**src/wb_cfg.svh**
```systemverilog
`ifndef WB_CFG_SVH
`define WB_CFG_SVH

// One DRAM beat carries a whole cache line.
`define WB_CL_BYTES 64

// The source buffer holds one frame row per buffer row.
`define WB_BUF_DEPTH 512
`define WB_BUF_ROWS 8

`define WB_JOB_FIFO_DEPTH 2
`define WB_LINE_FIFO_DEPTH 4

`endif
```
**src/dram_pkg.sv**
```systemverilog
`default_nettype none

`include "wb_cfg.svh"

package dram_pkg;

	typedef struct packed {
		logic [31:0] addr;
		logic [3:0] len; // Burst length in lines.
	} dram_cmd_t;

	// One packed cache line with the tags the writer needs.
	typedef struct packed {
		logic [`WB_CL_BYTES*8-1:0] data; // First byte sits in the top byte.
		logic [31:0] addr;
		logic [3:0] len;
		logic first; // Opens a row burst.
		logic last; // Closes the job.
	} dram_line_t;

endpackage

`default_nettype wire

```
**src/wb_pkg.sv**
```systemverilog
`default_nettype none

`include "wb_cfg.svh"

package wb_pkg;

	// Job as the host presents it.
	typedef struct packed {
		logic [31:0] base_addr;
		logic [9:0] width; // Row width in bytes from 1 to 512.
		logic [3:0] height; // Rows in the job from 1 to 8.
	} host_req_t;

	// Decoded job carried from decode to the packer.
	typedef struct packed {
		host_req_t req;
		logic [3:0] lines; // Cache lines per row.
	} wb_job_t;

	typedef struct packed {
		logic [$clog2(`WB_BUF_ROWS)-1:0] row;
		logic [$clog2(`WB_BUF_DEPTH)-1:0] col;
	} buf_addr_t;

endpackage

`default_nettype wire

```
**src/wb_top.sv**
```systemverilog
`timescale 1ns/1ps
`default_nettype none

`include "wb_cfg.svh"

module wb_top import wb_pkg::*, dram_pkg::*; (
	input wire logic clk,
	input wire logic rst_n,
	input wire logic req,
	input wire host_req_t host_req,
	output logic ack,
	output buf_addr_t buf_addr,
	input wire logic [7:0] buf_data,
	output logic dram_cmd_valid,
	output dram_cmd_t dram_cmd,
	output logic dram_wvalid,
	output logic [`WB_CL_BYTES*8-1:0] dram_wdata,
	input wire logic dram_ready,
	input wire logic dram_done,
	output logic job_done
);
	wb_job_t job_in;
	wb_job_t job_head;
	logic job_push;
	logic job_full;
	logic job_pop;
	logic job_empty;

	dram_line_t line_in;
	dram_line_t line_head;
	logic line_push;
	logic line_full;
	logic line_pop;
	logic line_empty;

	wb_req_decode i_decode (
		.clk(clk),
		.rst_n(rst_n),
		.req(req),
		.host_req(host_req),
		.ack(ack),
		.job(job_in),
		.job_push(job_push),
		.job_full(job_full)
	);

	wb_fifo #(.item_t(wb_job_t), .depth(`WB_JOB_FIFO_DEPTH)) i_job_fifo (
		.clk(clk),
		.rst_n(rst_n),
		.push(job_push),
		.din(job_in),
		.full(job_full),
		.pop(job_pop),
		.dout(job_head),
		.empty(job_empty)
	);

	wb_line_packer i_packer (
		.clk(clk),
		.rst_n(rst_n),
		.job(job_head),
		.job_empty(job_empty),
		.job_pop(job_pop),
		.buf_addr(buf_addr),
		.buf_data(buf_data),
		.line(line_in),
		.line_push(line_push),
		.line_full(line_full)
	);

	wb_fifo #(.item_t(dram_line_t), .depth(`WB_LINE_FIFO_DEPTH)) i_line_fifo (
		.clk(clk),
		.rst_n(rst_n),
		.push(line_push),
		.din(line_in),
		.full(line_full),
		.pop(line_pop),
		.dout(line_head),
		.empty(line_empty)
	);

	wb_dram_writer i_writer (
		.clk(clk),
		.rst_n(rst_n),
		.line(line_head),
		.line_empty(line_empty),
		.line_pop(line_pop),
		.dram_cmd_valid(dram_cmd_valid),
		.dram_cmd(dram_cmd),
		.dram_wvalid(dram_wvalid),
		.dram_wdata(dram_wdata),
		.dram_ready(dram_ready),
		.dram_done(dram_done),
		.job_done(job_done)
	);

endmodule

`default_nettype wire

```
**src/wb_dram_writer.sv**
```systemverilog
`timescale 1ns/1ps
`default_nettype none

`include "wb_cfg.svh"

module wb_dram_writer import dram_pkg::*; (
	input wire logic clk,
	input wire logic rst_n,
	input wire dram_line_t line,
	input wire logic line_empty,
	output logic line_pop,
	output logic dram_cmd_valid,
	output dram_cmd_t dram_cmd,
	output logic dram_wvalid,
	output logic [`WB_CL_BYTES*8-1:0] dram_wdata,
	input wire logic dram_ready,
	input wire logic dram_done,
	output logic job_done
);
	typedef enum logic [1:0] {st_idle, st_cmd, st_send, st_wait_done} state_e;

	state_e state;
	logic [3:0] beats_left;
	logic job_last;
	logic beat;

	// The opening line stays at the queue head through the command cycle.
	assign dram_cmd_valid = (state == st_cmd);
	assign dram_cmd.addr = line.addr;
	assign dram_cmd.len = line.len;

	assign dram_wvalid = (state == st_send) && !line_empty;
	assign dram_wdata = line.data;
	assign beat = dram_wvalid && dram_ready;
	assign line_pop = beat; // Each accepted beat retires one line.

	assign job_done = (state == st_wait_done) && dram_done && job_last;

	always_ff @(posedge clk, negedge rst_n) begin
		if (!rst_n) begin
			state <= st_idle;
			beats_left <= '0;
			job_last <= 1'b0;
		end else begin
			case (state)
				st_idle: begin
					if (!line_empty && line.first)
						state <= st_cmd;
				end
				st_cmd: begin
					beats_left <= line.len;
					state <= st_send;
				end
				st_send: begin
					if (beat) begin
						job_last <= line.last;
						if (beats_left == 4'd1)
							state <= st_wait_done;
						else
							beats_left <= beats_left - 4'd1;
					end
				end
				st_wait_done: begin
					// The next row may not start until this burst is done.
					if (dram_done)
						state <= st_idle;
				end
				default: state <= st_idle;
			endcase
		end
	end

endmodule

`default_nettype wire

```
**src/wb_line_packer.sv**
```systemverilog
`timescale 1ns/1ps
`default_nettype none

`include "wb_cfg.svh"

module wb_line_packer import wb_pkg::*, dram_pkg::*; (
	input wire logic clk,
	input wire logic rst_n,
	input wire wb_job_t job,
	input wire logic job_empty,
	output logic job_pop,
	output buf_addr_t buf_addr,
	input wire logic [7:0] buf_data,
	output dram_line_t line,
	output logic line_push,
	input wire logic line_full
);
	localparam int cl_shift = $clog2(`WB_CL_BYTES);
	localparam int cnt_w = cl_shift + 1;
	localparam int row_w = $clog2(`WB_BUF_ROWS);
	localparam int col_w = $clog2(`WB_BUF_DEPTH);
	localparam int line_w = col_w - cl_shift;

	typedef enum logic [1:0] {st_idle, st_load, st_push} state_e;

	state_e state;
	logic [3:0] row;
	logic [3:0] line_idx;
	logic [cnt_w-1:0] byte_cnt;
	logic [31:0] row_addr;
	logic [col_w-1:0] col;
	logic issue;
	logic rd_pending;
	logic rd_keep;
	logic [`WB_CL_BYTES*8-1:0] line_data;
	logic last_line;
	logic last_row;
	logic accepted;

	assign col = {line_idx[line_w-1:0], byte_cnt[cl_shift-1:0]};
	assign issue = (state == st_load) && (byte_cnt != cnt_w'(`WB_CL_BYTES));
	assign buf_addr.row = row[row_w-1:0]; // Rows wrap modulo the buffer height.
	assign buf_addr.col = col;

	assign last_line = (line_idx == job.lines - 4'd1);
	assign last_row = (row == job.req.height - 4'd1);
	assign accepted = (state == st_push) && !line_full;
	assign line_push = accepted;
	assign job_pop = accepted && last_line && last_row;

	assign line.data = line_data;
	assign line.addr = row_addr + (32'(line_idx) << cl_shift);
	assign line.len = job.lines;
	assign line.first = (line_idx == 4'd0);
	assign line.last = last_line && last_row;

	// The buffer answers one cycle after the address, so the width check
	// travels alongside the read.
	always_ff @(posedge clk) begin
		rd_keep <= ({1'b0, col} < job.req.width);
		if (rd_pending)
			line_data <= {line_data[`WB_CL_BYTES*8-9:0], rd_keep ? buf_data : 8'h00};
	end

	always_ff @(posedge clk, negedge rst_n) begin
		if (!rst_n) begin
			state <= st_idle;
			row <= '0;
			line_idx <= '0;
			byte_cnt <= '0;
			row_addr <= '0;
			rd_pending <= 1'b0;
		end else begin
			rd_pending <= issue;
			case (state)
				st_idle: begin
					if (!job_empty) begin
						row <= '0;
						line_idx <= '0;
						byte_cnt <= '0;
						row_addr <= job.req.base_addr;
						state <= st_load;
					end
				end
				st_load: begin
					if (issue)
						byte_cnt <= byte_cnt + 1'b1;
					else
						state <= st_push; // Last byte shifts in this cycle.
				end
				st_push: begin
					if (accepted) begin
						byte_cnt <= '0;
						if (last_line) begin
							line_idx <= '0;
							row <= row + 4'd1;
							row_addr <= row_addr + (32'(job.lines) << cl_shift);
							state <= last_row ? st_idle : st_load;
						end else begin
							line_idx <= line_idx + 4'd1;
							state <= st_load;
						end
					end
				end
				default: state <= st_idle;
			endcase
		end
	end

endmodule

`default_nettype wire

```
**src/wb_req_decode.sv**
```systemverilog
`timescale 1ns/1ps
`default_nettype none

`include "wb_cfg.svh"

module wb_req_decode import wb_pkg::*; (
	input wire logic clk,
	input wire logic rst_n,
	input wire logic req,
	input wire host_req_t host_req,
	output logic ack,
	output wb_job_t job,
	output logic job_push,
	input wire logic job_full
);
	localparam int cl_shift = $clog2(`WB_CL_BYTES);

	typedef enum logic {st_idle, st_ack} state_e;

	state_e state;
	logic accept;

	// Only idle takes a request, so each handshake yields exactly one job.
	assign accept = (state == st_idle) && req && !job_full;
	assign ack = (state == st_ack);

	always_ff @(posedge clk, negedge rst_n) begin
		if (!rst_n) begin
			state <= st_idle;
			job_push <= 1'b0;
		end else begin
			job_push <= accept; // Push lands in the first ack cycle.
			case (state)
				st_idle: begin
					if (accept)
						state <= st_ack;
				end
				st_ack: begin
					if (!req)
						state <= st_idle;
				end
				default: state <= st_idle;
			endcase
		end
	end

	// Lines per row is the width in cache lines, rounded up.
	always_ff @(posedge clk) begin
		if (accept) begin
			job.req <= host_req;
			job.lines <= 4'(host_req.width >> cl_shift)
				+ 4'(|host_req.width[cl_shift-1:0]);
		end
	end

endmodule

`default_nettype wire

```
**src/wb_fifo.sv**
```systemverilog
`timescale 1ns/1ps
`default_nettype none

module wb_fifo #(
	parameter type item_t = logic,
	parameter int depth = 2
) (
	input wire logic clk,
	input wire logic rst_n,
	input wire logic push,
	input wire item_t din,
	output logic full,
	input wire logic pop,
	output item_t dout,
	output logic empty
);
	localparam int ptr_w = (depth > 1) ? $clog2(depth) : 1;
	localparam int cnt_w = $clog2(depth + 1);

	item_t mem [depth];
	logic [ptr_w-1:0] wr_ptr;
	logic [ptr_w-1:0] rd_ptr;
	logic [cnt_w-1:0] count;
	logic do_push;
	logic do_pop;

	assign full = (count == cnt_w'(depth));
	assign empty = (count == '0);
	assign do_push = push && !full; // Writes into a full queue are ignored.
	assign do_pop = pop && !empty;
	assign dout = mem[rd_ptr];

	always_ff @(posedge clk) begin
		if (do_push)
			mem[wr_ptr] <= din;
	end

	always_ff @(posedge clk, negedge rst_n) begin
		if (!rst_n) begin
			wr_ptr <= '0;
			rd_ptr <= '0;
			count <= '0;
		end else begin
			if (do_push)
				wr_ptr <= (wr_ptr == ptr_w'(depth - 1)) ? '0 : wr_ptr + 1'b1;
			if (do_pop)
				rd_ptr <= (rd_ptr == ptr_w'(depth - 1)) ? '0 : rd_ptr + 1'b1;
			case ({do_push, do_pop})
				2'b10: count <= count + 1'b1;
				2'b01: count <= count - 1'b1;
				default: count <= count;
			endcase
		end
	end

endmodule

`default_nettype wire

```
**config.mk**
```make
export PLATFORM = sky130hd
export DESIGN_NAME = wb_top
export DESIGN_NICKNAME = d
export VERILOG_FILES = /design/src/dram_pkg.sv /design/src/wb_pkg.sv /design/src/wb_top.sv /design/src/wb_dram_writer.sv /design/src/wb_line_packer.sv /design/src/wb_req_decode.sv /design/src/wb_fifo.sv
export VERILOG_INCLUDE_DIRS = /design/src /design/src/src
export SDC_FILE = /design/constraint.sdc
export NUM_CORES = 2
export LEC_CHECK = 0
export BUFFER_PORTS_ARGS = -buffer_cell sky130_fd_sc_hd__clkbuf_2
export CAP_MARGIN = 10
export CORE_MARGIN = 8
export CORE_UTILIZATION = 45
export DETAILED_ROUTE_END_ITERATION = 7
export GPL_TIMING_DRIVEN = 0
export PLACE_DENSITY_LB_ADDON = 0.15
export REMOVE_ABC_BUFFERS = 1
export SYNTH_ARGS = -nofsm -noshare
export SYNTH_HDL_FRONTEND = slang
export SYNTH_SLANG_ARGS = --single-unit
```
**constraint.sdc**
```tcl
create_clock -name clk -period 20.1 [get_ports clk]
set_input_delay 6.03 -clock clk [delete_from_list [all_inputs] [get_ports clk]]
set_output_delay 6.03 -clock clk [all_outputs]
set_load 0.02 [all_outputs]
```
Word-level counts from Yosys, hierarchy flattened

Memory sizes are Yosys's and may differ from the RTL's.
Cells that the tools add are included.

Add/sub/neg operators: 17
Reduce and logical (&&, ||, !) cells: 38
Magnitude comparators: 1
Equality and inequality tests: 27
Multiplexer cells: 42
Bitwise logic cells: 1

Operator list:

| cell                                                                  | number |
|---|---|
| 32-bit 2-to-1 mux                                                     | 3 |
| 32-bit by 10-bit adder with 32-bit output                             | 2 |
| 32-bit one-hot mux with 2 select lines                                | 1 |
| 4-bit 2-to-1 mux                                                      | 7 |
| 4-bit one-hot mux with 2 select lines                                 | 3 |
| 7-bit 2-to-1 mux                                                      | 3 |
| 7-bit one-hot mux with 3 select lines                                 | 1 |
| 2-bit 2-to-1 mux                                                      | 10 |
| 2-bit equality test, second input constant                            | 8 |
| 1-bit logical AND                                                     | 16 |
| 2-bit != test, second input constant                                  | 6 |
| 4-bit AND reduction                                                   | 3 |
| 4-bit by 1-bit subtractor with 4-bit output, second input constant    | 3 |
| 9-bit by 10-bit less-than comparator with 1-bit output                | 1 |
| 1-bit 2-to-1 mux                                                      | 9 |
| 3-bit AND reduction                                                   | 3 |
| 4-bit by 1-bit adder with 4-bit output, second input constant         | 2 |
| 2-bit by 1-bit equality test with 1-bit output, second input constant | 4 |
| 4-bit equality test                                                   | 2 |
| 2-bit by 1-bit != test with 1-bit output, second input constant       | 4 |
| 2-bit one-hot mux with 4 select lines                                 | 1 |
| 2-bit nonzero test                                                    | 4 |
| 7-bit by 1-bit adder with 7-bit output, second input constant         | 1 |
| 7-bit != test, second input constant                                  | 1 |
| 20 further kinds                                                      | 28 |

Flip-flop bits (word level): 633
Memories kept: 2
Memory bits (writable): 2300

Memory list:

| memory          | depth | bits a word | read ports | clocked after Yosys merged registers in | wr ports | line          | text |
|---|---|---|---|---|---|---|---|
| i_line_fifo.mem | 4     | 550         | 1          | 0                                       | 1        | wb_fifo.sv:20 | `item_t mem [depth];` |
| i_job_fifo.mem  | 2     | 50          | 1          | 0                                       | 1        | wb_fifo.sv:20 |  |

Longest topological paths before layout

Depth in word-level cells: 8
Mapped depth: 13
Gate-level depth less buffers: 11

Cells and area by module

Synthesis repeated with hierarchy kept, for this count alone.

Cells, all modules: 4744
Area, all modules: 109450.0 um^2

Modules (own cells, without submodules):

| module                 | times used | cells an instance | area each (um^2) |
|---|---|---|---|
| wb_fifo at i_line_fifo | 1          | 2915              | 79750.2 |
| wb_line_packer         | 1          | 992               | 19352.3 |
| wb_dram_writer         | 1          | 600               | 4658.2 |
| wb_fifo at i_job_fifo  | 1          | 174               | 4057.6 |
| wb_req_decode          | 1          | 63                | 1631.6 |

Least setup slack after synthesis

No wires, ideal clock.

Kind: register to register
Start: register i_packer.state[0]
End: memory i_line_fifo.mem[3][0] (netlist bit), enable pin
Setup time: 989 ps
Setup slack: 5296 ps
Arrival time: 13815 ps
Path buffers: 2
Clock period less this slack: 14804 ps
Cell stages (with the launch flop): 5
Required time: 19111 ps
Path through: dfrtp_1 -> and2b_1 -> clkbuf_1 -> clkbuf_1 -> and3_1

Word-level cells in the longest chain between the ends: 5

Ends and longest elaborated chain:

| what                                   | line                 | text |
|---|---|---|
| start: declaration                     | wb_line_packer.sv:26 | `state_e state;` |
| start signal: assignment               | wb_line_packer.sv:67 | `state <= st_idle;` |
| start signal: assignment               | wb_line_packer.sv:82 | `state <= st_load;` |
| start signal: assignment               | wb_line_packer.sv:89 | `state <= st_push;` |
| 2-bit equality test                    | wb_line_packer.sv:47 | `assign accepted = (state == st_push) && !line_full;` |
| 1-bit logical AND                      | wb_line_packer.sv:47 |  |
| 1-bit logical AND                      | wb_fifo.sv:29        | `assign do_push = push && !full;` |
| 1-bit 2-to-1 mux                       | wb_fifo.sv:34        | `if (do_push)` |
| 1-bit 2-to-1 mux (not written as such) | wb_fifo.sv:35        | `mem[wr_ptr] <= din;` |
| end: declaration                       | wb_fifo.sv:20        |  |

Every way passes these cells.

Final worst setup path

Start: input dram_done
End: output job_done

Word-level cells in the longest chain between the ends: 2

Ends and longest elaborated chain:

| what                            | line                 | text |
|---|---|---|
| start: declaration              | wb_top.sv:19         | `input wire logic dram_done,` |
| 1-bit logical AND (2 in series) | wb_dram_writer.sv:37 | `assign job_done = (state == st_wait_done) && dram_done && job_last;` |
| end: declaration                | wb_top.sv:20         | `output logic job_done` |

Every way passes these cells.

==> results.toml <==
[route]
drt_wl_total_mm = 214.4
routed_via_density = 5.261
dr.pass1.iters = 5
wl_per_cell_microns = 25.30
ant_nets = 0
num_vias = 44590
drtIter0Drc = 3072
drc = 0

[worst_setup_path]
critPathKind = "input port to output pin"
worstPathRequired_ns = 14.07
crit_arrival_ns = 6.60
path_cells = "clkbuf_2, and3_1, clkbuf_2"
endpoint_kind = "output pin"
slowest_delay_ns = 0.27
path_max_fanout = 2
path_common_cell = "clkbuf_2"
slowest_stage = "and3_1"
critPathLaunchType = "input port"

[clocking]
cts_hold_buf = 0
clk_path_buf_depth = 4
ctsResizeCount = 0
cts-root-buf = "clkbuf_16"
clkTransAtPathRegs_ns = 0.06
cts_tree = "done"
clk_latency_ns = 0.94
cts_made_buffers = 321
cts_setup_buffers = 0
cts_sinks = 2933
htree_levels = 5

[power_and_ir_drop]
p_per_area_nw_per_um2 = 141.3
power_switching_uw = 4958
irDropWorstVdd_mv = 0.08852
p_comb_share_pct = 19.4
p_leak_uw = 0.03856
intPower_uw = 12460
p_sw_share_pct = 28.47
p_clk_share_pct = 31.5
seqPwrFrac_pct = 49.1

[synthesis]
seq_area_frac_synth_pct = 80.73
ys_warn_count = 0
ys.flop_type = "edfxtp_1"
postSynth.asyncResetShare_pct = 2.387
syn_inst = 4717
syn_area_per_cell_sq_um = 23.03
synth_area_sq_um = 108600
synthDistinctLibCells = 71
ys_seq_elements = 2933
synth_edf_count = 2862

[finish]
drive_above_1_share_pct = 32.49
nets = 5150
nFillCells = 18680
synthToLayoutAreaGrowth_pct = 13.46
final_util_pct = 51.30

[die]
fp-row-count = 180
core-area_sq_um = 240300
ios = 623
start_util_pct = 45.21
dieArea_sq_um = 257400
die-height_microns = 507.4
die_w_microns = 507.4

[hold_path]
hold_path_class = "flop to flop"

[global_routing]
grt_pass1_wl_mm = 317.9
track_usage_pct = 16.40
grt_max_degree = 56
gr-total-overflow = 0
grt_pass1_vias = 46420
antenna_found_initial = 6

[job]
maxCapViolCount = 0

[sta]
clock_skew_ns = 0.09432
setup_viol = 0
period_minus_slack_ns = 12.63
worstMarginPinSlew_ns = 0.9161
final-hold-violation-count = 0
relSlewSlack_pct = 38.60
drv_slew = 0
rsz0062_at_grt = "false"
finalCritPeriodShare_pct = 62.85
whs_ns = 0.4106
clock.fmax_mhz = 79.16

[placed_design]
port_buffers = 622
dpl.hpwl_mm = 130.3
gp_congestion = 0.7466

[status]
outcome = "finished, final reports clean"
==> cells in the mapped netlist, types with 6 or more instances <==
cell      instances  area, sq um
o21ai_0          41        205.2
dfrtp_1          70         1752
o22a_1            6        52.55
clkbuf_1         75        281.5
a22o_1            8        70.07
mux2i_1          48        480.5
nand4_1           8        50.05
a21o_1           11        82.58
mux4_2          550        12390
nor3_1           20        100.1
ha_1             38        475.5
nand2_1          47        176.4
a21oi_1          27        135.1
edfxtp_1       2862        85940
inv_1            28        105.1
nand3_1          19        95.09
nand2b_1          7        43.79
xor2_1           30        262.8
and2_1           12        75.07
xnor2_1          23        201.4
buf_2            65        325.3
nor2_1           48        180.2
and3_1           14        87.58
buf_4           562         4219
==> cell usage in the layout, fill, tap and decap left out, types with 41 or more instances in the layout <==
cell type  netlist  final
edfxtp_1      2862   2862
clkbuf_2         1    622
mux4_2         550    550
clkbuf_16        0    323
buf_16           0     84
clkinv_1         0     79
dfrtp_1         70     66
clkbuf_1        75     62
clkinv_2         0     52
mux2i_1         48     48
nand2_1         47     47
nor2_1          48     47
o21ai_0         41     41
==> worst paths after layout <==
path,startpoint,end,slack (ns),cells past startpoint
worst max-delay path,dram_done,job_done,7.47,3
worst min-delay path,i_decode.job[29],i_job_fifo.mem[0][29],0.41,0
worst max register to register,i_job_fifo.rd_ptr,i_packer.row_addr[24],16.08,11
worst min register to register,i_decode.job[29],i_job_fifo.mem[0][29],0.41,0
max in group asynchronous,rst_n,i_line_fifo.rd_ptr[1],14.37,2
min in group asynchronous,rst_n,i_packer.row_addr[24],5.04,1
==> stage by stage <==
stage | cell area [sq um] | TNS (ns) | cells | worst slack (ns) | power, uW
final | 123300 | 0 | 8476 | 7.467 | 17410
after global routing | 123300 | 0 | 8474 | 7.441 | 18160
after CTS | 123200 | 0 | 8470 | 7.461 | 17730
after detailed placement | 113400 | 0 | 7909 | 7.466 | 12180
after global placement | 110900 | - | 7815 | -21.16 | 13740
after floorplan | 103800 | -4507.35 | 4008 | -8.235 | 11680
==> flip-flops by register name (all words and copies together), names as in the netlist, 2 cells and up <==
name                 flops
i_packer.line_data     512
i_packer.row             4
i_job_fifo.count         2
i_line_fifo.rd_ptr       2
i_packer.byte_cnt        7
i_line_fifo.mem       2200
i_packer.state           2
i_writer.state           2
i_line_fifo.count        3
i_job_fifo.mem         100
i_line_fifo.wr_ptr       2
i_decode.job            50
i_packer.row_addr       32
i_packer.line_idx        4
i_writer.beats_left      4
==> final cells by class <==
class                           instances  area (sq um)  share of cell area, %
Sequential cell                      2933         87730                  71.17
Multi-Input combinational cell       1047         15990                  12.97
Clock buffer                          389          8371                  6.790
Timing Repair Buffer                  719          5655                  4.588
Tap cell                             3185          3985                  3.233
Clock inverter                        172          1431                  1.161
Inverter                               28         105.1                0.08526
Antenna cell                            3         7.507               0.006090
==> cells by family after synthesis <==
kind of cell    count (synthesis)  share of synthesized area (%)
mux                           603                          11.90
xor+xnor                       55                         0.4572
flops                        2933                          80.73
compound gates                141                         0.8718
simple gates                  207                         0.9697
fa+ha+maj                      41                         0.4929
buf+inv                       737                          4.578
==> power groups by stage <==
| stage | sequential [uW] | combinational [uW] | clock (uW) |
|---|---|---|---|
| after global routing | 8670 | 3620 | 5880 |
| after global placement | 9380 | 4360 | 0 |
| after CTS | 8570 | 3510 | 5650 |
| after detailed placement | 8690 | 3500 | 0 |
| after floorplan | 8920 | 2760 | 0 |
| final | 8550 | 3380 | 5490 |
==> worst max-delay path: cells and delay by family <==
kind,cells,cell delay [ns]
buffers and inverters,2,0.30
and+or+nand+nor,1,0.27
==> metal layers <==
metal | part of all wire (%) | track usage [%] | wire, microns
met4 | 2.1 | 4.009 | 4549
met3 | 7.3 | 5.015 | 15710
met1 | 43 | 22.79 | 93040
met5 | 0.011 | 0 | 23
met2 | 47 | 25.65 | 101100
Note: power is estimated with default switching activity, not from simulation.
